--- config.mk ---
export PLATFORM = sky130hd
export DESIGN_NAME = led_panel_top
export DESIGN_NICKNAME = d
export VERILOG_FILES = /design/src/verilog/led_pkg.sv /design/src/verilog/led_channel.sv /design/src/verilog/led_ctrl.sv /design/src/verilog/led_shift.sv /design/src/verilog/led_panel_top.sv
export SDC_FILE = /design/constraint.sdc
export NUM_CORES = 1
export LEC_CHECK = 0
export BUFFER_PORTS_ARGS = -buffer_cell sky130_fd_sc_hd__buf_2
export CAP_MARGIN = 5
export CORE_ASPECT_RATIO = 1.2
export CORE_MARGIN = 1
export CORE_UTILIZATION = 40
export CTS_BUF_LIST = sky130_fd_sc_hd__clkbuf_8 sky130_fd_sc_hd__clkbuf_16
export DETAILED_ROUTE_END_ITERATION = 10
export PLACE_DENSITY_LB_ADDON = 0.08
export SLEW_MARGIN = 15
export SYNTH_ARGS = -nofsm -noshare
export SYNTH_HDL_FRONTEND = slang
export SYNTH_SLANG_ARGS = --single-unit
--- constraint.sdc ---
create_clock -name clk -period 8.9 [get_ports clk]
set_input_delay 1.78 -clock clk [delete_from_list [all_inputs] [get_ports clk]]
set_output_delay 1.78 -clock clk [all_outputs]
set_load 0.01 [all_outputs]
--- src/verilog/led_pkg.sv ---
package led_pkg;

	localparam int NUM_LEDS = 8;

	typedef logic [3:0]            led_mode_t;
	typedef logic [4*NUM_LEDS-1:0] led_word_t;  // led n in bits 4n+3:4n
	typedef logic [NUM_LEDS-1:0]   led_vec_t;

	localparam led_mode_t LED_OFF    = 4'd0;
	localparam led_mode_t LED_ON     = 4'd1;
	localparam led_mode_t LED_SPARK  = 4'd2;  // one shot
	localparam led_mode_t LED_SPARK1 = 4'd3;  // free running blink
	localparam led_mode_t LED_BLING  = 4'd4;  // blink paced by step pulses
	// 5..7 leave the shown bit alone

	// set on led 1 only: follow api_idle
	localparam int LED_API_BIT = 3;

	typedef enum logic [1:0] {
		SH_IDLE,
		SH_LOW,
		SH_HIGH,
		SH_LATCH
	} shift_state_t;

endpackage

--- src/verilog/led_channel.sv ---
`timescale 1ns/10ps

module led_channel #(
	parameter int CNT_W     = 25,
	parameter int SPARK_MAX = 15000000,
	parameter int BLING_MAX = 6
) (
	input  logic               clk,
	input  logic               rst,
	input  logic               mode_wr,
	input  led_pkg::led_mode_t mode,
	input  logic               step,
	output logic               led,
	output logic               toggle
);

	led_pkg::led_mode_t mode_q;  // last written code
	logic [CNT_W-1:0]   cnt;
	logic               blink_code;
	logic               wr_start;
	logic               wr_clear;
	logic               cnt_hit;

	assign blink_code = (mode == led_pkg::LED_SPARK1) || (mode == led_pkg::LED_BLING);

	// rewriting the same blink code keeps the running phase
	assign wr_start = mode_wr &&
		((mode == led_pkg::LED_SPARK) || (blink_code && (mode != mode_q)));
	assign wr_clear = mode_wr && !blink_code && (mode != led_pkg::LED_SPARK);

	assign cnt_hit = (mode_q == led_pkg::LED_BLING) ? (cnt == CNT_W'(BLING_MAX)) :
		(cnt == CNT_W'(SPARK_MAX));

	// a fresh start or a static code overrides the phase end
	assign toggle = cnt_hit && !wr_start && !wr_clear;

	always_ff @(posedge clk or posedge rst) begin
		if (rst) begin
			mode_q <= led_pkg::LED_OFF;
		end else if (mode_wr) begin
			mode_q <= mode;
		end
	end

	always_ff @(posedge clk or posedge rst) begin
		if (rst) begin
			cnt <= '0;
		end else if (wr_clear) begin
			cnt <= '0;
		end else if (wr_start) begin
			cnt <= CNT_W'(1);
		end else if (cnt_hit) begin
			// spark parks at 0, blink modes reload
			cnt <= (mode_q == led_pkg::LED_SPARK) ? '0 : CNT_W'(1);
		end else if (cnt != '0) begin
			if (mode_q == led_pkg::LED_BLING) begin
				cnt <= cnt + CNT_W'(step);  // only on activity
			end else begin
				cnt <= cnt + CNT_W'(1);
			end
		end
	end

	always_ff @(posedge clk or posedge rst) begin
		if (rst) begin
			led <= 1'b0;
		end else if (mode_wr && (mode == led_pkg::LED_OFF)) begin
			led <= 1'b0;
		end else if (mode_wr && ((mode == led_pkg::LED_ON) || (mode == led_pkg::LED_SPARK))) begin
			led <= 1'b1;
		end else if (toggle) begin
			led <= ~led;
		end
	end

	// phase counter stays within its range for every mode sequence
	a_cnt_bound: assert property (
		@(posedge clk) disable iff (rst)
		cnt <= CNT_W'(SPARK_MAX)
	);

endmodule

--- src/verilog/led_ctrl.sv ---
`timescale 1ns/10ps

module led_ctrl #(
	parameter int CNT_W     = 25,
	parameter int SPARK_MAX = 15000000,
	parameter int BLING_MAX = 6
) (
	input  logic               clk,
	input  logic               rst,
	input  logic               mode_wr,
	input  led_pkg::led_word_t mode_word,
	input  led_pkg::led_vec_t  bling_step,
	input  logic               api_idle,
	output led_pkg::led_vec_t  leds,
	output logic               frame_req
);

	led_pkg::led_vec_t chan_led;
	led_pkg::led_vec_t chan_tog;
	led_pkg::led_vec_t shown_tog;  // toggles that reach the panel
	logic              api_q1;
	logic              api_q2;
	logic              api_en;
	logic              api_chg;

	genvar i;
	generate
		for (i = 0; i < led_pkg::NUM_LEDS; i++) begin : g_chan
			led_pkg::led_mode_t chan_mode;

			// bit 3 is not a channel mode bit
			assign chan_mode = {1'b0, mode_word[4*i +: 3]};

			led_channel #(
				.CNT_W     (CNT_W),
				.SPARK_MAX (SPARK_MAX),
				.BLING_MAX (BLING_MAX)
			) i_led_channel (
				.clk     (clk),
				.rst     (rst),
				.mode_wr (mode_wr),
				.mode    (chan_mode),
				.step    (bling_step[i]),
				.led     (chan_led[i]),
				.toggle  (chan_tog[i])
			);
		end
	endgenerate

	always_ff @(posedge clk or posedge rst) begin
		if (rst) begin
			api_q1 <= 1'b0;
			api_q2 <= 1'b0;
		end else begin
			api_q1 <= api_idle;
			api_q2 <= api_q1;
		end
	end

	always_ff @(posedge clk or posedge rst) begin
		if (rst) begin
			api_en <= 1'b0;
		end else if (mode_wr) begin
			api_en <= mode_word[4 + led_pkg::LED_API_BIT];
		end
	end

	// shown bit 1 moves on the next edge
	assign api_chg = api_en && (api_q1 != api_q2);

	always_comb begin
		leds      = chan_led;
		shown_tog = chan_tog;
		if (api_en) begin
			leds[1]      = api_q2;
			shown_tog[1] = 1'b0;  // hidden behind api follow
		end
	end

	always_ff @(posedge clk or posedge rst) begin
		if (rst) begin
			frame_req <= 1'b0;
		end else begin
			frame_req <= mode_wr || (|shown_tog) || api_chg;
		end
	end

	// no change of the shown pattern goes out without a frame request
	a_change_req: assert property (
		@(posedge clk) disable iff (rst)
		(leds != $past(leds)) |-> frame_req
	);

endmodule

--- src/verilog/led_shift.sv ---
`timescale 1ns/10ps

module led_shift (
	input  logic              clk,
	input  logic              rst,
	input  logic              frame_req,
	input  led_pkg::led_vec_t leds,
	output logic              sft_ds,
	output logic              sft_shcp,
	output logic              sft_stcp
);

	led_pkg::shift_state_t state;
	led_pkg::led_vec_t     pat;  // frame being sent
	logic [2:0]            idx;
	logic                  pending;
	logic                  start;

	// back to back frames restart straight from the latch cycle
	assign start = ((state == led_pkg::SH_IDLE) && frame_req) ||
		((state == led_pkg::SH_LATCH) && (pending || frame_req));

	always_ff @(posedge clk) begin
		if (start) begin
			pat <= leds;
		end
	end

	always_ff @(posedge clk or posedge rst) begin
		if (rst) begin
			state    <= led_pkg::SH_IDLE;
			idx      <= 3'd7;
			pending  <= 1'b0;
			sft_ds   <= 1'b0;
			sft_shcp <= 1'b0;
			sft_stcp <= 1'b0;
		end else begin
			if (start) begin
				pending <= 1'b0;
			end else if (frame_req) begin
				pending <= 1'b1;  // merged into one later frame
			end
			if (start) begin
				state    <= led_pkg::SH_LOW;
				idx      <= 3'd7;
				sft_ds   <= leds[7];  // msb first
				sft_stcp <= 1'b0;
			end else begin
				case (state)
					led_pkg::SH_LOW: begin
						sft_shcp <= 1'b1;
						state    <= led_pkg::SH_HIGH;
					end
					led_pkg::SH_HIGH: begin
						sft_shcp <= 1'b0;
						if (idx == 3'd0) begin
							sft_stcp <= 1'b1;
							state    <= led_pkg::SH_LATCH;
						end else begin
							idx    <= idx - 3'd1;
							sft_ds <= pat[idx - 3'd1];
							state  <= led_pkg::SH_LOW;
						end
					end
					led_pkg::SH_LATCH: begin
						sft_stcp <= 1'b0;
						state    <= led_pkg::SH_IDLE;
					end
					default: state <= led_pkg::SH_IDLE;
				endcase
			end
		end
	end

	a_clk_latch: assert property (
		@(posedge clk) disable iff (rst)
		!(sft_stcp && sft_shcp)
	);

endmodule

--- src/verilog/led_panel_top.sv ---
`timescale 1ns/10ps

module led_panel_top #(
	parameter int CNT_W     = 25,
	parameter int SPARK_MAX = 15000000,
	parameter int BLING_MAX = 6
) (
	input  logic               clk,
	input  logic               rst,
	input  logic               mode_wr,
	input  led_pkg::led_word_t mode_word,
	input  led_pkg::led_vec_t  bling_step,
	input  logic               api_idle,
	output logic               sft_ds,
	output logic               sft_shcp,
	output logic               sft_stcp
);

	led_pkg::led_vec_t leds;
	logic              frame_req;

	led_ctrl #(
		.CNT_W     (CNT_W),
		.SPARK_MAX (SPARK_MAX),
		.BLING_MAX (BLING_MAX)
	) i_led_ctrl (
		.clk        (clk),
		.rst        (rst),
		.mode_wr    (mode_wr),
		.mode_word  (mode_word),
		.bling_step (bling_step),
		.api_idle   (api_idle),
		.leds       (leds),
		.frame_req  (frame_req)
	);

	led_shift i_led_shift (
		.clk       (clk),
		.rst       (rst),
		.frame_req (frame_req),
		.leds      (leds),
		.sft_ds    (sft_ds),
		.sft_shcp  (sft_shcp),
		.sft_stcp  (sft_stcp)
	);

endmodule

* Word level (Yosys, flattened, before mapping)
Cells that the tools add are included.
** Operators by class
- $lt $le $gt $ge :: 1
- Reductions and logical operators :: 161
- Mux-type cells :: 99
- $add $sub $neg :: 17
- Equality and inequality tests :: 86
- Bitwise logic cells :: 9
** Operators by type and width (count)
- 25-bit two-way mux :: 40
- 25-bit by 1-bit adder with 25-bit output :: 8
- 25-bit by 1-bit adder with 25-bit output, second input constant :: 8
- 25-bit by 24-bit equality test with 1-bit output, second input constant :: 8
- 25-bit by 3-bit equality test with 1-bit output, second input constant :: 8
- 25-bit nonzero test :: 8
- 3-bit by 2-bit equality test with 1-bit output, second input constant :: 24
- 1-bit logical AND :: 67
- 1-bit two-way mux :: 50
- 3-bit equality test, second input constant :: 16
- 4-bit logical NOT :: 8
- 4-bit nonzero test :: 8
- 1-bit logical OR :: 28
- 3-bit nonzero test :: 9
- 3-bit by 1-bit equality test with 1-bit output, second input constant :: 8
- 1-bit logical NOT :: 24
- 3-bit by 2-bit != test with 1-bit output, second input constant :: 8
- 3-bit != test :: 8
- 3-bit two-way mux :: 3
- 1-bit NOT :: 9
- 8-bit OR reduction :: 1
- 2-bit AND reduction :: 3
- 2-bit nonzero test :: 3
- 2-bit equality test, second input constant :: 2
- other kinds (12) :: 14
** Storage, ports and cells
- Register bits after elaboration :: 253

* Longest topological paths before layout
Gate-level depths: netlist of the first run.
- Depth after elaboration :: 12
- Depth in mapped cells :: 11

* Hierarchy
A second synthesis of the first run with hierarchy kept.
** Second synthesis, totals
- Cell total of the unflattened synthesis :: 1472
- Area total of the unflattened synthesis :: 14754.2 um^2
** Modules (own cells, without submodules)
- led_channel (i_led_ctrl.g_chan[0].i_led_channel ...) :: area each 1716.6 um^2, cells each 173, times used 7
- led_channel (i_led_ctrl.g_chan[7].i_led_channel) :: area each 1716.6 um^2, cells each 178, times used 1
- led_shift :: area each 794.5 um^2, cells each 61, times used 1
- led_ctrl :: area each 226.5 um^2, cells each 22, times used 1

* Least setup slack after synthesis of the first run
Ideal clock, no wire load.
- Path kind :: input to register
- From :: in bling_step[7]
- To :: reg i_led_ctrl.g_chan[7].i_led_channel.cnt[24]
- Data arrival time :: 3.398 ns
- Buffers on the path :: 1
- Data required time :: 8.768 ns
- Cell stages on the path :: 10
- Path slack :: 5.370 ns
- Setup time :: 0.132 ns
- Path through :: nand2b_1 ha_1 ha_1 nand2_1 or3_1 or2_1 clkbuf_1 nor3_2 xnor2_1 nor2_1
** Between the ends
- Longest elaborated chain between the ends :: 6
** Ends and longest elaborated chain
- start: declaration :: RTL line led_panel_top.sv:12 : input led_pkg::led_vec_t bling_step,
- 25-bit by 1-bit adder with 25-bit output :: RTL line led_channel.sv:57 : cnt <= cnt + CNT_W'(step);
- 25-bit two-way mux :: RTL line led_channel.sv:56 : if (mode_q == led_pkg::LED_BLING) begin
- 25-bit two-way mux :: RTL line led_channel.sv:55 : end else if (cnt != '0) begin
- 25-bit two-way mux :: RTL line led_channel.sv:52 : end else if (cnt_hit) begin
- 25-bit two-way mux :: RTL line led_channel.sv:50 : end else if (wr_start) begin
- 25-bit two-way mux :: RTL line led_channel.sv:48 : end else if (wr_clear) begin
- end signal: assignment :: RTL line led_channel.sv:54 : cnt <= (mode_q == led_pkg::LED_SPARK) ? '0 : CNT_W'(1);
- end signal: assignment :: RTL line led_channel.sv:57
- end signal: assignment :: RTL line led_channel.sv:59 : cnt <= cnt + CNT_W'(1);
- end: declaration :: RTL line led_channel.sv:18 : logic [CNT_W-1:0] cnt;
No other way between the ends. The select of a mux whose other input is x is not followed.
A chain may end at the register's enable or synchronous reset.

* Worst setup path in the final report of the first run
- From :: in mode_wr
- To :: reg i_led_ctrl.g_chan[1].i_led_channel.cnt[21]
** Between the ends
- Longest elaborated chain between the ends :: 3
- Elaborated cells between the ends (all ways) :: 6
- Classes of those cells :: mux (2); reduce/logical (4)
** Ends and longest elaborated chain
- start: declaration :: RTL line led_panel_top.sv:10 : input logic mode_wr,
- 1-bit logical AND (on tied branches) :: RTL line led_channel.sv:27, led_channel.sv:29
- 25-bit two-way mux / 1-bit logical AND (equally long branches) :: RTL line led_channel.sv:50, led_channel.sv:29
- 25-bit two-way mux / 4-bit nonzero test (equally long branches)
- end signal: assignment :: RTL line led_channel.sv:54
- end signal: assignment :: RTL line led_channel.sv:57
- end signal: assignment :: RTL line led_channel.sv:59
- end: declaration :: RTL line led_channel.sv:18
Several ways; a longest one is shown, not always the timed one.

==> results of run 1 <==
[state kept, by name, indices dropped and copies added, names as in the netlist, 2 cells and up]
register                                cells
i_led_ctrl.g_chan.i_led_channel.mode_q     24
i_led_ctrl.g_chan.i_led_channel.cnt       200
i_led_shift.pat                             8
i_led_shift.idx                             3
i_led_ctrl.g_chan.i_led_channel.led         8
i_led_shift.state                           2
[Yosys cell counts (15+ instances only)]
cell type  instances
nor2_1           261
dfrtp_1          242
nand2_1          140
nand3_1          113
xor2_1           113
xnor2_1           69
nor4_1            43
nand4_1           37
and3_1            31
nor3_1            30
inv_1             28
mux2_2            27
o21ai_0           26
a21oi_1           22
ha_1              22
nand2b_1          21
or3_1             15
[area by class of cell]
class / instances / share of cell area (%)
Sequential cell: 253 / 42.3
Inverter: 28 / 0.747
Antenna cell: 1 / 0.0166
Tap cell: 450 / 3.73
Timing Repair Buffer: 43 / 1.49
Clock inverter: 22 / 1.87
Clock buffer: 34 / 5.42
Multi-Input combinational cell: 1109 / 44.5
[metrics by stage]
stage	util (%)	cell area [um^2]	hold WS, ps	instances	setup slack, ps
2_1_floorplan	-	13400	372	1423	395
3_3_place_gp	42.3	14000	433	1883	4670
3_5_place_dp	42.3	14000	436	1883	4630
4_1_cts	45.6	15100	454	1939	5240
5_1_grt	45.6	15100	470	1939	5040
6_report	45.6	15100	466	1940	5270
[cells by family after synthesis]
logic type               Yosys count  synth area share, %
AND/OR/NAND/NOR                  774                 28.3
flip-flops                       253                 47.7
XOR/XNOR                         182                 11.9
AO/OA/AOI/OAI                     95                 4.70
buffers and inverters             61                 2.19
multiplexers                      36                 3.13
adder cells (fa/ha/maj)           22                 2.06
[how the worst max path moves through the flow]
stage / depth (start not counted) / endpoint / slack (ps)
final: 6 / i_led_ctrl.g_chan[1].i_led_channel.cnt[21] / 5270
after global routing: 6 / i_led_ctrl.g_chan[1].i_led_channel.cnt[21] / 5040
after detailed placement: 6 / i_led_ctrl.g_chan[1].i_led_channel.cnt[22] / 4630
after CTS: 6 / i_led_ctrl.g_chan[1].i_led_channel.cnt[21] / 5240
after floorplan: 1 / i_led_ctrl.api_en / 400
after global placement: 6 / i_led_ctrl.g_chan[1].i_led_channel.cnt[4] / 4670
[report_power, final]
group	switching, mW	internal (mW)
Sequential	0.0499	1.23
Clock	0.507	0.855
Combinational	0.183	0.123
Total	0.740	2.20
[worst max-delay path: stages]
cell,delay (ps)
buf_2,480
buf_4,480
o41ai_1,150
a31oi_1,270
or2_1,700
nor2_1,130
[layer usage]
metal,vias up,share of wire (%)
met2,102,49
met5,-,0
met4,0,1.8
li1,5032,-
met1,4818,46
met3,39,3.1
==> report_table.html, run 1 <==
<table>
<tr><th>Metric</th><th>Value</th></tr>
<tr><th colspan="2">Outcome</th></tr>
<tr><td>Status</td><td>complete, no violations</td></tr>
<tr><th colspan="2">Route</th></tr>
<tr><td>Detailed-route wire length per cell</td><td>14.8 um</td></tr>
<tr><td>Number of search-and-repair iterations in the first detailed-routing pass</td><td>4</td></tr>
<tr><td>Total wire length after detailed routing</td><td>28,700 um</td></tr>
<tr><td>Number of routed nets with antenna violations</td><td>0</td></tr>
<tr><td>Number of vias after detailed routing</td><td>9,991</td></tr>
<tr><td>Total DRC errors in the routed layout</td><td>0</td></tr>
<tr><td>DRC marker count from the first detailed-route iteration</td><td>542</td></tr>
<tr><td>Average vias per placed instance</td><td>5.15</td></tr>
<tr><th colspan="2">Worst setup path</th></tr>
<tr><td>R2r setup slk</td><td>6200 ps</td></tr>
<tr><td>Worst Path Max Fanout</td><td>34</td></tr>
<tr><td>Worst reg2reg endpoint</td><td>i_led_ctrl.g_chan[2].i_led_channel.cnt[24]</td></tr>
<tr><td>Worst setup path category</td><td>in -&gt; reg</td></tr>
<tr><td>Source of the worst register-to-register timing path</td><td>i_led_ctrl.g_chan[2].i_led_channel.mode_q[2]</td></tr>
<tr><td>Reg2Reg Depth</td><td>10</td></tr>
<tr><td>Critical Path Start Type</td><td>input pin</td></tr>
<tr><td>Worst Path Required</td><td>9310 ps</td></tr>
<tr><td>Crit path launch</td><td>mode_wr</td></tr>
<tr><td>Element type at the critical path end</td><td>flip-flop</td></tr>
<tr><td>Arr. time, crit path</td><td>4040 ps</td></tr>
<tr><th colspan="2">Layout</th></tr>
<tr><td>Register Area</td><td>6370 um^2</td></tr>
<tr><td>Most common cell after layout, fill and taps aside</td><td>nor2_1</td></tr>
<tr><td>Number of nets in the finished design</td><td>1,531</td></tr>
<tr><td>Area Growth Syn to Fin</td><td>12.8%</td></tr>
<tr><td>Commonest non-fill, non-tap cells in the layout</td><td>nor2_1, dfrtp_1, nand2_1</td></tr>
<tr><td>Fraction of final layout cells with drive strength greater than 1</td><td>9.87%</td></tr>
<tr><td>Number of fill cells</td><td>3,242</td></tr>
<tr><td>Multi-input gate area in the final layout</td><td>6710 um^2</td></tr>
<tr><th colspan="2">Clock network</th></tr>
<tr><td>Count of buffers added by post-CTS timing repair for setup</td><td>0</td></tr>
<tr><td>Number of clock sinks</td><td>253</td></tr>
<tr><td>Worst skew pair latency</td><td>570 ps</td></tr>
<tr><td>Total clock buffers created by CTS</td><td>30</td></tr>
<tr><td>Number of buffers added to fix hold violations after cts</td><td>0</td></tr>
<tr><td>PostCTS Resize Cnt</td><td>0</td></tr>
<tr><td>Root cell of the clock tree</td><td>clkbuf_16</td></tr>
<tr><td>TritonCTS clock tree</td><td>done</td></tr>
<tr><td>Max Buffers Root-to-Sink</td><td>3</td></tr>
<tr><td>H-tree levels</td><td>1</td></tr>
<tr><td>Clock transition at the registers of the reported paths</td><td>60 ps</td></tr>
<tr><th colspan="2">Flow run</th></tr>
<tr><td>Max-cap violation count</td><td>0</td></tr>
<tr><th colspan="2">Logic synthesis</th></tr>
<tr><td>Syn. warnings</td><td>0</td></tr>
<tr><td>Mean instance size in the synthesized netlist</td><td>9.40 um^2</td></tr>
<tr><td>Portion of synthesized cell area occupied by the leading cell type</td><td>45.3%</td></tr>
<tr><td>Predominant post-synthesis flop cell</td><td>dfrtp_1</td></tr>
<tr><td>Net count after synthesis</td><td>1,489</td></tr>
<tr><td>Number of enable-type register cells in the synthesized netlist</td><td>8</td></tr>
<tr><td>Post-synthesis cell area</td><td>13,400 um^2</td></tr>
<tr><td>Cell type with the largest total area after synthesis</td><td>dfrtp_1</td></tr>
<tr><td>Sequential cell area fraction in the yosys report</td><td>47.7%</td></tr>
<tr><td>Top area cells in the synthesized netlist</td><td>dfrtp_1, xor2_1, nor2_1</td></tr>
<tr><td>Library cells used by synthesis</td><td>66</td></tr>
<tr><td>Share of synthesized flip-flops with an asynchronous set or reset</td><td>96.8%</td></tr>
<tr><td>Yosys reg bits</td><td>253</td></tr>
<tr><td>Cells after synthesis</td><td>1,423</td></tr>
<tr><th colspan="2">Pwr</th></tr>
<tr><td>Max IR drop VDD</td><td>0.000153 V</td></tr>
<tr><td>Sum of internal, switching and leakage power</td><td>2.94 mW</td></tr>
<tr><td>Leak pwr</td><td>6.35 nW</td></tr>
<tr><td>Cell Pwr Density</td><td>195 nW/um^2</td></tr>
<tr><th colspan="2">Worst hold path</th></tr>
<tr><td>Cell depth of the worst hold path</td><td>0</td></tr>
<tr><td>Class of the tightest hold or removal check</td><td>reg -&gt; reg</td></tr>
<tr><td>Capture endpoint of the worst hold path</td><td>i_led_ctrl.api_q2</td></tr>
<tr><td>Critical hold path startpoint</td><td>i_led_ctrl.api_q1</td></tr>
<tr><th colspan="2">GRT</th></tr>
<tr><td>GRT Total Usage</td><td>17.4%</td></tr>
<tr><td>GR Overflow Total</td><td>0</td></tr>
<tr><td>First-pass GRT wire length</td><td>49,300 um</td></tr>
<tr><td>Met3 global-route usage</td><td>2.58%</td></tr>
<tr><td>Met2 GRT Util</td><td>30.2%</td></tr>
<tr><td>Met1 usage in global routing</td><td>22.4%</td></tr>
<tr><td>Antenna violations before repair</td><td>1</td></tr>
<tr><td>Largest net degree at the start of global routing</td><td>128</td></tr>
<tr><td>Vias in the first global route</td><td>9,938</td></tr>
<tr><td>GRT Max-Usage Layer</td><td>met2</td></tr>
<tr><th colspan="2">Die</th></tr>
<tr><td>Die Span Y</td><td>202 um</td></tr>
<tr><td>Starting density of the core</td><td>40.4%</td></tr>
<tr><td>Horizontal extent of the die</td><td>169 um</td></tr>
<tr><td>Core area</td><td>33,100 um^2</td></tr>
<tr><td>Floorplan die area</td><td>34,200 um^2</td></tr>
<tr><td>Row cnt</td><td>73</td></tr>
<tr><td>Number of top-level pins</td><td>47</td></tr>
<tr><th colspan="2">Timing</th></tr>
<tr><td>Worst clock skew</td><td>17.2 ps</td></tr>
<tr><td>Worst slew margin relative to its limit</td><td>33.7%</td></tr>
<tr><td>Final worst path period need</td><td>3630 ps</td></tr>
<tr><td>Final-report setup violation count</td><td>0</td></tr>
<tr><td>Final number of hold-violating endpoints</td><td>0</td></tr>
<tr><td>TNS Setup</td><td>0 ps</td></tr>
<tr><td>RSZ-0062 raised after global routing</td><td>false</td></tr>
<tr><td>Number of pins with negative max-slew slack in the final report</td><td>0</td></tr>
<tr><td>Transition time of the tightest slew-check pin</td><td>995 ps</td></tr>
<tr><td>Period utilisation layout</td><td>40.7%</td></tr>
<tr><td>Achievable Freq</td><td>276 MHz</td></tr>
<tr><th colspan="2">Place</th></tr>
<tr><td>Total of buffers placed on input and output ports</td><td>39</td></tr>
<tr><td>Detailed placer's ending HPWL</td><td>19,200 um</td></tr>
<tr><td>Final RePlAce weighted congestion</td><td>0.768</td></tr>
</table>
Power figures use the tool's default switching activity.
==> run 2: changes to the inputs <==
- clock period: 8.9 -> 3.3 ns (I/O delays scaled with it)
==> run 2 against run 1 <==
Cell area decreased by 0.16%. Sequential share of layout area grew 0.067 points. Die area is the same. Worst hold slack worse by 220 ps. Via count fell by 0.62%. First-iteration DRC count fell by 21%. Power grew to 2.6 times the previous value. Sequential power grew to 2.7 times the previous value. Routed wire length decreased by 1.1%. Worst setup slack worse by 4600 ps. Clock skew decreased by 10 ps. Non-clock buffer count up 9. Critical path type is now reg -> reg. Critical endpoint is now i_led_ctrl.g_chan[1].i_led_channel.cnt[22].
==> report_table.html, run 2 (synthesized netlist as in run 1, its figures left out) <==
<table>
<tr><th>Metric</th><th>Value</th></tr>
<tr><th colspan="2">Route</th></tr>
<tr><td>DRC marker count from the first detailed-route iteration</td><td>427</td></tr>
<tr><td>Number of search-and-repair iterations in the first detailed-routing pass</td><td>4</td></tr>
<tr><td>Number of routed nets with antenna violations</td><td>0</td></tr>
<tr><td>Total DRC errors in the routed layout</td><td>0</td></tr>
<tr><td>Average vias per placed instance</td><td>5.10</td></tr>
<tr><td>Total wire length after detailed routing</td><td>28,400 um</td></tr>
<tr><td>Number of vias after detailed routing</td><td>9,929</td></tr>
<tr><td>Detailed-route wire length per cell</td><td>14.6 um</td></tr>
<tr><th colspan="2">Clock network</th></tr>
<tr><td>PostCTS Resize Cnt</td><td>0</td></tr>
<tr><td>Root cell of the clock tree</td><td>clkbuf_16</td></tr>
<tr><td>Total clock buffers created by CTS</td><td>30</td></tr>
<tr><td>Count of buffers added by post-CTS timing repair for setup</td><td>0</td></tr>
<tr><td>Worst skew pair latency</td><td>550 ps</td></tr>
<tr><td>TritonCTS clock tree</td><td>done</td></tr>
<tr><td>Max Buffers Root-to-Sink</td><td>3</td></tr>
<tr><td>H-tree levels</td><td>1</td></tr>
<tr><td>Number of buffers added to fix hold violations after cts</td><td>0</td></tr>
<tr><td>Number of clock sinks</td><td>253</td></tr>
<tr><td>Clock transition at the registers of the reported paths</td><td>60 ps</td></tr>
<tr><th colspan="2">GRT</th></tr>
<tr><td>First-pass GRT wire length</td><td>49,100 um</td></tr>
<tr><td>Vias in the first global route</td><td>9,982</td></tr>
<tr><td>Antenna violations before repair</td><td>0</td></tr>
<tr><td>GR Overflow Total</td><td>0</td></tr>
<tr><td>Largest net degree at the start of global routing</td><td>135</td></tr>
<tr><td>GRT Total Usage</td><td>17.3%</td></tr>
<tr><th colspan="2">Worst setup path</th></tr>
<tr><td>Reg2Reg Depth</td><td>11</td></tr>
<tr><td>Element type at the critical path end</td><td>flip-flop</td></tr>
<tr><td>Crit-path most repeated cell</td><td>ha_1</td></tr>
<tr><td>Buffers and inverters on the worst path</td><td>1</td></tr>
<tr><td>Critical Path Start Type</td><td>flip-flop</td></tr>
<tr><td>Worst setup path category</td><td>reg -&gt; reg</td></tr>
<tr><td>Source of the worst register-to-register timing path</td><td>i_led_ctrl.g_chan[1].i_led_channel.mode_q[2]</td></tr>
<tr><td>Worst-path cell with the longest stage delay</td><td>nor4_1</td></tr>
<tr><td>Arr. time, crit path</td><td>3060 ps</td></tr>
<tr><td>Worst Path Required</td><td>3780 ps</td></tr>
<tr><td>Stages on the worst setup path</td><td>11</td></tr>
<tr><td>R2r setup slk</td><td>720 ps</td></tr>
<tr><td>Dominant delay contributor by cell family on the critical path</td><td>simple AND/OR/NAND/NOR gates</td></tr>
<tr><td>Slowest cell delay on critical path</td><td>500 ps</td></tr>
<tr><td>Worst reg2reg endpoint</td><td>i_led_ctrl.g_chan[1].i_led_channel.cnt[22]</td></tr>
<tr><td>Cell breakdown of the critical path</td><td>nor3b_1, buf_4, nand2b_1, ha_1, ha_1, nand2_1, nor4_1, and4_1, nand3_1, xor2_1, nor2_1</td></tr>
<tr><td>Worst Path Max Fanout</td><td>5</td></tr>
<tr><th colspan="2">Place</th></tr>
<tr><td>Final RePlAce weighted congestion</td><td>0.767</td></tr>
<tr><td>Total of buffers placed on input and output ports</td><td>39</td></tr>
<tr><td>Detailed placer's ending HPWL</td><td>19,500 um</td></tr>
<tr><td>Cells after DPL</td><td>1,892</td></tr>
<tr><th colspan="2">Die</th></tr>
<tr><td>Floorplan die area</td><td>34,200 um^2</td></tr>
<tr><td>Number of top-level pins</td><td>47</td></tr>
<tr><td>Horizontal extent of the die</td><td>169 um</td></tr>
<tr><td>Row cnt</td><td>73</td></tr>
<tr><td>Die Span Y</td><td>202 um</td></tr>
<tr><td>Starting density of the core</td><td>40.4%</td></tr>
<tr><td>Core area</td><td>33,100 um^2</td></tr>
<tr><th colspan="2">Timing</th></tr>
<tr><td>Transition time of the tightest slew-check pin</td><td>779 ps</td></tr>
<tr><td>Number of pins with negative max-slew slack in the final report</td><td>0</td></tr>
<tr><td>Final number of hold-violating endpoints</td><td>0</td></tr>
<tr><td>Period utilisation layout</td><td>78.2%</td></tr>
<tr><td>Final-report setup violation count</td><td>0</td></tr>
<tr><td>RSZ-0062 raised after global routing</td><td>false</td></tr>
<tr><td>Final worst path period need</td><td>2580 ps</td></tr>
<tr><td>Worst slew margin relative to its limit</td><td>48.1%</td></tr>
<tr><td>Achievable Freq</td><td>388 MHz</td></tr>
<tr><td>Worst clock skew</td><td>6.98 ps</td></tr>
<tr><th colspan="2">Worst hold path</th></tr>
<tr><td>Cell depth of the worst hold path</td><td>1</td></tr>
<tr><td>Class of the tightest hold or removal check</td><td>in -&gt; reg</td></tr>
<tr><td>Critical hold path startpoint</td><td>api_idle</td></tr>
<tr><td>Capture endpoint of the worst hold path</td><td>i_led_ctrl.api_q1</td></tr>
<tr><th colspan="2">Layout</th></tr>
<tr><td>Largest regs</td><td>i_led_ctrl.g_chan.i_led_channel.cnt (200), i_led_ctrl.g_chan.i_led_channel.mode_q (24)</td></tr>
<tr><td>Most flop-heavy register</td><td>i_led_ctrl.g_chan.i_led_channel.cnt</td></tr>
<tr><td>Number of antenna repair diodes</td><td>0</td></tr>
<tr><td>Count of non-filler cells in the finished layout</td><td>1,945</td></tr>
<tr><td>Max FFs per register</td><td>200</td></tr>
<tr><td>Area Growth Syn to Fin</td><td>12.6%</td></tr>
<tr><td>Number of nets in the finished design</td><td>1,540</td></tr>
<tr><td>Commonest non-fill, non-tap cells in the layout</td><td>nor2_1, dfrtp_1, nand2_1</td></tr>
<tr><td>Number of fill cells</td><td>3,177</td></tr>
<tr><td>Fraction of final layout cells with drive strength greater than 1</td><td>9.97%</td></tr>
<tr><td>Most common cell after layout, fill and taps aside</td><td>nor2_1</td></tr>
<tr><th colspan="2">Pwr</th></tr>
<tr><td>Sum of internal, switching and leakage power</td><td>7.51 mW</td></tr>
<tr><td>Max IR drop VDD</td><td>0.000387 V</td></tr>
<tr><td>Leak pwr</td><td>6.34 nW</td></tr>
<tr><td>Cell Pwr Density</td><td>499 nW/um^2</td></tr>
<tr><th colspan="2">Outcome</th></tr>
<tr><td>Status</td><td>complete, no violations</td></tr>
<tr><th colspan="2">Flow run</th></tr>
<tr><td>Max-cap violation count</td><td>0</td></tr>
</table>
run 2: final cells by class:
type	instances	area, um^2	area share [%]
inverter	28	109	0.723
timing repair buffer	52	343	2.28
tap	450	563	3.74
multi-input combinational	1109	6710	44.5
clock buffer	32	790	5.24
sequential	253	6370	42.3
clock inverter	21	174	1.15
run 2: how the worst max path moves through the flow:
| stage | slack [ps] | startpoint | endpoint |
|---|---|---|---|
| after floorplan | -580 | rst | i_led_ctrl.api_en |
| after global placement | 590 | bling_step[0] | i_led_ctrl.g_chan[0].i_led_channel.cnt[24] |
| after detailed placement | 620 | bling_step[1] | i_led_ctrl.g_chan[1].i_led_channel.cnt[24] |
| after CTS | 670 | i_led_ctrl.g_chan[1].i_led_channel.mode_q[2] | i_led_ctrl.g_chan[1].i_led_channel.cnt[24] |
| after global routing | 440 | i_led_ctrl.g_chan[1].i_led_channel.mode_q[2] | i_led_ctrl.g_chan[1].i_led_channel.cnt[20] |
| final | 720 | i_led_ctrl.g_chan[1].i_led_channel.mode_q[2] | i_led_ctrl.g_chan[1].i_led_channel.cnt[22] |
run 2: where the power goes:
part           internal [mW]  switching (mW)  total [mW]
clock                   1.94            1.28        3.22
sequential              3.31           0.136        3.44
combinational          0.345           0.503       0.847
run 2: worst reg2reg max path, stage by stage (launching register included):
cell and delay [ps]:
dfrtp_1 410, nor3b_1 150, buf_4 150, nand2b_1 70, ha_1 180, ha_1 230
nand2_1 90, nor4_1 500, and4_1 390, nand3_1 120, xor2_1 150, nor2_1 90
run 2: routing by layer:
metal / GRT usage (%) / vias to the layer above / share of wire [%]
met5: 0 / - / 0
met4: 4.71 / 0 / 2.2
met3: 2.31 / 38 / 2.9
met2: 31.2 / 88 / 50
met1: 21.3 / 4771 / 45
li1: - / 5032 / -
run 2: through the flow:
step / hold WS (ps) / util (%) / area [um^2] / setup slack [ps] / TNS (ps)
global route: 220 / 45.5 / 15100 / 436 / 0
global placement: 422 / 42.6 / 14100 / 588 / 0
detailed placement: 417 / 42.6 / 14100 / 619 / 0
CTS: 214 / 45.5 / 15100 / 669 / 0
finish: 246 / 45.5 / 15100 / 721 / 0
floorplan: 372 / - / 13400 / -575 / -139230
==> run 3: changes to the inputs <==
- clock period: 3.3 -> 2.5 ns (I/O delays scaled with it)
==> run 3 against run 2 <==
Fmax rose by 14%. Core utilization up 1.6 points. Final cell count grew 2.4%. Power grew 41%. Worst hold slack worse by 180 ps. Register-to-register slack lost 480 ps. Largest cell class unchanged.
==> report_table.html, run 3 (synthesized netlist as in run 1, its figures left out) <==
<table>
<tr><th>Metric</th><th>Value</th></tr>
<tr><th colspan="2">Outcome</th></tr>
<tr><td>Status</td><td>complete, no violations</td></tr>
<tr><th colspan="2">Layout</th></tr>
<tr><td>Most flop-heavy register</td><td>i_led_ctrl.g_chan.i_led_channel.cnt</td></tr>
<tr><td>Number of antenna repair diodes</td><td>0</td></tr>
<tr><td>Commonest non-fill, non-tap cells in the layout</td><td>nor2_1, dfrtp_1, nand2_1</td></tr>
<tr><td>Number of fill cells</td><td>3,191</td></tr>
<tr><td>Largest regs</td><td>i_led_ctrl.g_chan.i_led_channel.cnt (200), i_led_ctrl.g_chan.i_led_channel.mode_q (24)</td></tr>
<tr><td>Post-layout util</td><td>47.2%</td></tr>
<tr><td>Number of nets in the finished design</td><td>1,582</td></tr>
<tr><td>Max FFs per register</td><td>200</td></tr>
<tr><td>Area Growth Syn to Fin</td><td>16.6%</td></tr>
<tr><td>Most common cell after layout, fill and taps aside</td><td>nor2_1</td></tr>
<tr><td>Fraction of final layout cells with drive strength greater than 1</td><td>13.1%</td></tr>
<tr><td>Final std cell area, no fill</td><td>15,600 um^2</td></tr>
<tr><th colspan="2">Timing</th></tr>
<tr><td>Transition time of the tightest slew-check pin</td><td>615 ps</td></tr>
<tr><td>Final worst path period need</td><td>2260 ps</td></tr>
<tr><td>Worst clock skew</td><td>19.3 ps</td></tr>
<tr><td>Period utilisation layout</td><td>90.5%</td></tr>
<tr><td>Hold WS</td><td>68.5 ps</td></tr>
<tr><td>Achievable Freq</td><td>442 MHz</td></tr>
<tr><td>Final number of hold-violating endpoints</td><td>0</td></tr>
<tr><td>Number of pins with negative max-slew slack in the final report</td><td>0</td></tr>
<tr><td>RSZ-0062 raised after global routing</td><td>false</td></tr>
<tr><td>Final-report setup violation count</td><td>0</td></tr>
<tr><td>Worst slew margin relative to its limit</td><td>58.4%</td></tr>
<tr><th colspan="2">Die</th></tr>
<tr><td>Starting density of the core</td><td>40.4%</td></tr>
<tr><td>Row cnt</td><td>73</td></tr>
<tr><td>Floorplan die area</td><td>34,200 um^2</td></tr>
<tr><td>Core area</td><td>33,100 um^2</td></tr>
<tr><td>Horizontal extent of the die</td><td>169 um</td></tr>
<tr><td>Number of top-level pins</td><td>47</td></tr>
<tr><td>Die Span Y</td><td>202 um</td></tr>
<tr><th colspan="2">Place</th></tr>
<tr><td>Placed standard-cell area</td><td>14,400 um^2</td></tr>
<tr><td>Final RePlAce weighted congestion</td><td>0.781</td></tr>
<tr><td>Detailed placer's ending HPWL</td><td>20,100 um</td></tr>
<tr><td>Total of buffers placed on input and output ports</td><td>39</td></tr>
<tr><th colspan="2">Worst hold path</th></tr>
<tr><td>Capture endpoint of the worst hold path</td><td>i_led_ctrl.api_q1</td></tr>
<tr><td>Cell depth of the worst hold path</td><td>1</td></tr>
<tr><td>Critical hold path startpoint</td><td>api_idle</td></tr>
<tr><td>Class of the tightest hold or removal check</td><td>in -&gt; reg</td></tr>
<tr><th colspan="2">Route</th></tr>
<tr><td>Total DRC errors in the routed layout</td><td>0</td></tr>
<tr><td>Number of vias after detailed routing</td><td>10,138</td></tr>
<tr><td>Total wire length after detailed routing</td><td>29,000 um</td></tr>
<tr><td>DRC marker count from the first detailed-route iteration</td><td>475</td></tr>
<tr><td>Number of search-and-repair iterations in the first detailed-routing pass</td><td>6</td></tr>
<tr><td>Number of routed nets with antenna violations</td><td>0</td></tr>
<tr><td>Detailed-route wire length per cell</td><td>14.5 um</td></tr>
<tr><td>Average vias per placed instance</td><td>5.09</td></tr>
<tr><th colspan="2">GRT</th></tr>
<tr><td>First-pass GRT wire length</td><td>51,000 um</td></tr>
<tr><td>GR Overflow Total</td><td>0</td></tr>
<tr><td>GRT Total Usage</td><td>17.9%</td></tr>
<tr><td>Largest net degree at the start of global routing</td><td>90</td></tr>
<tr><td>Vias in the first global route</td><td>10,608</td></tr>
<tr><td>Antenna violations before repair</td><td>0</td></tr>
<tr><th colspan="2">Worst setup path</th></tr>
<tr><td>Reg2Reg Depth</td><td>7</td></tr>
<tr><td>Critical Path Start Type</td><td>flip-flop</td></tr>
<tr><td>Worst setup path category</td><td>reg -&gt; reg</td></tr>
<tr><td>Worst reg2reg endpoint</td><td>i_led_ctrl.g_chan[1].i_led_channel.cnt[21]</td></tr>
<tr><td>Element type at the critical path end</td><td>flip-flop</td></tr>
<tr><td>Worst Path Max Fanout</td><td>24</td></tr>
<tr><td>Source of the worst register-to-register timing path</td><td>i_led_ctrl.g_chan[1].i_led_channel.cnt[14]</td></tr>
<tr><td>Arr. time, crit path</td><td>2700 ps</td></tr>
<tr><td>Worst Path Required</td><td>2940 ps</td></tr>
<tr><td>R2r setup slk</td><td>240 ps</td></tr>
<tr><th colspan="2">Clock network</th></tr>
<tr><td>Clock transition at the registers of the reported paths</td><td>60 ps</td></tr>
<tr><td>H-tree levels</td><td>1</td></tr>
<tr><td>Root cell of the clock tree</td><td>clkbuf_16</td></tr>
<tr><td>Max Buffers Root-to-Sink</td><td>3</td></tr>
<tr><td>Number of clock sinks</td><td>253</td></tr>
<tr><td>Worst skew pair latency</td><td>570 ps</td></tr>
<tr><td>TritonCTS clock tree</td><td>done</td></tr>
<tr><td>Total clock buffers created by CTS</td><td>31</td></tr>
<tr><th colspan="2">Pwr</th></tr>
<tr><td>Net Sw Power</td><td>2.65 mW</td></tr>
<tr><td>Leak pwr</td><td>6.64 nW</td></tr>
<tr><td>Reg power frac</td><td>42.7%</td></tr>
<tr><td>Internal power component</td><td>7.95 mW</td></tr>
<tr><td>Combinational cell fraction of total power</td><td>11.0%</td></tr>
<tr><td>Fraction of power consumed by the clock network</td><td>46.3%</td></tr>
<tr><td>Max IR drop VDD</td><td>0.000466 V</td></tr>
<tr><td>Cell Pwr Density</td><td>680 nW/um^2</td></tr>
<tr><td>Switching portion of total power</td><td>25.0%</td></tr>
<tr><th colspan="2">Flow run</th></tr>
<tr><td>Max-cap violation count</td><td>0</td></tr>
</table>
## run 3: changes by cell type in the layout (fill, tap and decap cells not counted), sizes merged
cell | before | now
buf | 52 | 92
clkinv | 11 | 5
bufinv | 3 | 7
clkbuf | 32 | 35
inv | 32 | 35
clkinvlp | 3 | 4
dlygate4sd3 | 0 | 1
## run 3: worst max-delay path by stage
stage | start | to | slack, ps | depth (start not counted)
floorplan | rst | i_led_ctrl.api_en | -1220 | 1
global placement | bling_step[4] | i_led_ctrl.g_chan[4].i_led_channel.cnt[22] | 170 | 11
detailed placement | bling_step[4] | i_led_ctrl.g_chan[4].i_led_channel.cnt[22] | 170 | 11
CTS | i_led_ctrl.g_chan[7].i_led_channel.mode_q[2] | i_led_ctrl.g_chan[7].i_led_channel.cnt[24] | 160 | 10
global route | i_led_ctrl.g_chan[0].i_led_channel.mode_q[2] | i_led_ctrl.g_chan[0].i_led_channel.cnt[24] | 6 | 11
finish | i_led_ctrl.g_chan[1].i_led_channel.cnt[14] | i_led_ctrl.g_chan[1].i_led_channel.cnt[21] | 240 | 7
## run 3: through the flow
stage | instances | total power [mW] | setup TNS (ps) | worst slack (ps)
floorplan | 1423 | 5.40 | -295220 | -1220
global placement | 1932 | 5.78 | 0 | 168
detailed placement | 1932 | 5.79 | 0 | 165
CTS | 1991 | 10.8 | 0 | 164
global route | 1991 | 11.1 | 0 | 5.55
finish | 1991 | 10.6 | 0 | 236
## run 3: cell type report
| cell class | instances | area (um^2) | share of cell area (%) |
|---|---|---|---|
| clock buffers | 35 | 831 | 5.33 |
| clock inverters | 23 | 302 | 1.93 |
| inverters | 28 | 109 | 0.698 |
| multi-input cells | 1109 | 6730 | 43.1 |
| flip-flops and latches | 253 | 6370 | 40.9 |
| well taps | 450 | 563 | 3.61 |
| repair buffers | 93 | 691 | 4.43 |
## run 3: worst max-delay path, stage by stage (launching register included)
cell and delay, ps:
dfrtp_1 410, or4_1 550, nor4_2 290, nand4_1 170
a21oi_1 290, or2_1 190, buf_12 170, nor2_1 60
## run 3: layer usage
layer  routed length [um]  vias to the layer above  global-route usage (%)  part of all wire [%]
met1                13000                     4887                    22.4                    45
met5                    0                        -                       0                     0
met3                  842                       37                    2.47                   2.9
met4                  524                        0                    4.35                   1.8
li1                     -                     5121                       -                     -
met2                14600                       93                    32.3                    50
## run 3: power groups by stage
stage          registers (mW)  clock network (mW)  logic [mW]
2_1_floorplan            4.56                   0       0.839
3_3_place_gp             4.60                   0        1.18
3_5_place_dp             4.61                   0        1.19
4_1_cts                  4.53                5.07        1.19
5_1_grt                  4.56                5.23        1.36
6_report                 4.53                4.91        1.16
## run 3: timing repair
action | 4_1_cts | 5_1_grt
hold endpoints to repair | 3 | 0
gates resized for setup | 0 | 5
setup endpoints to repair | 0 | 10
hold buffers | 1 | 0
buffers inserted | 0 | 0
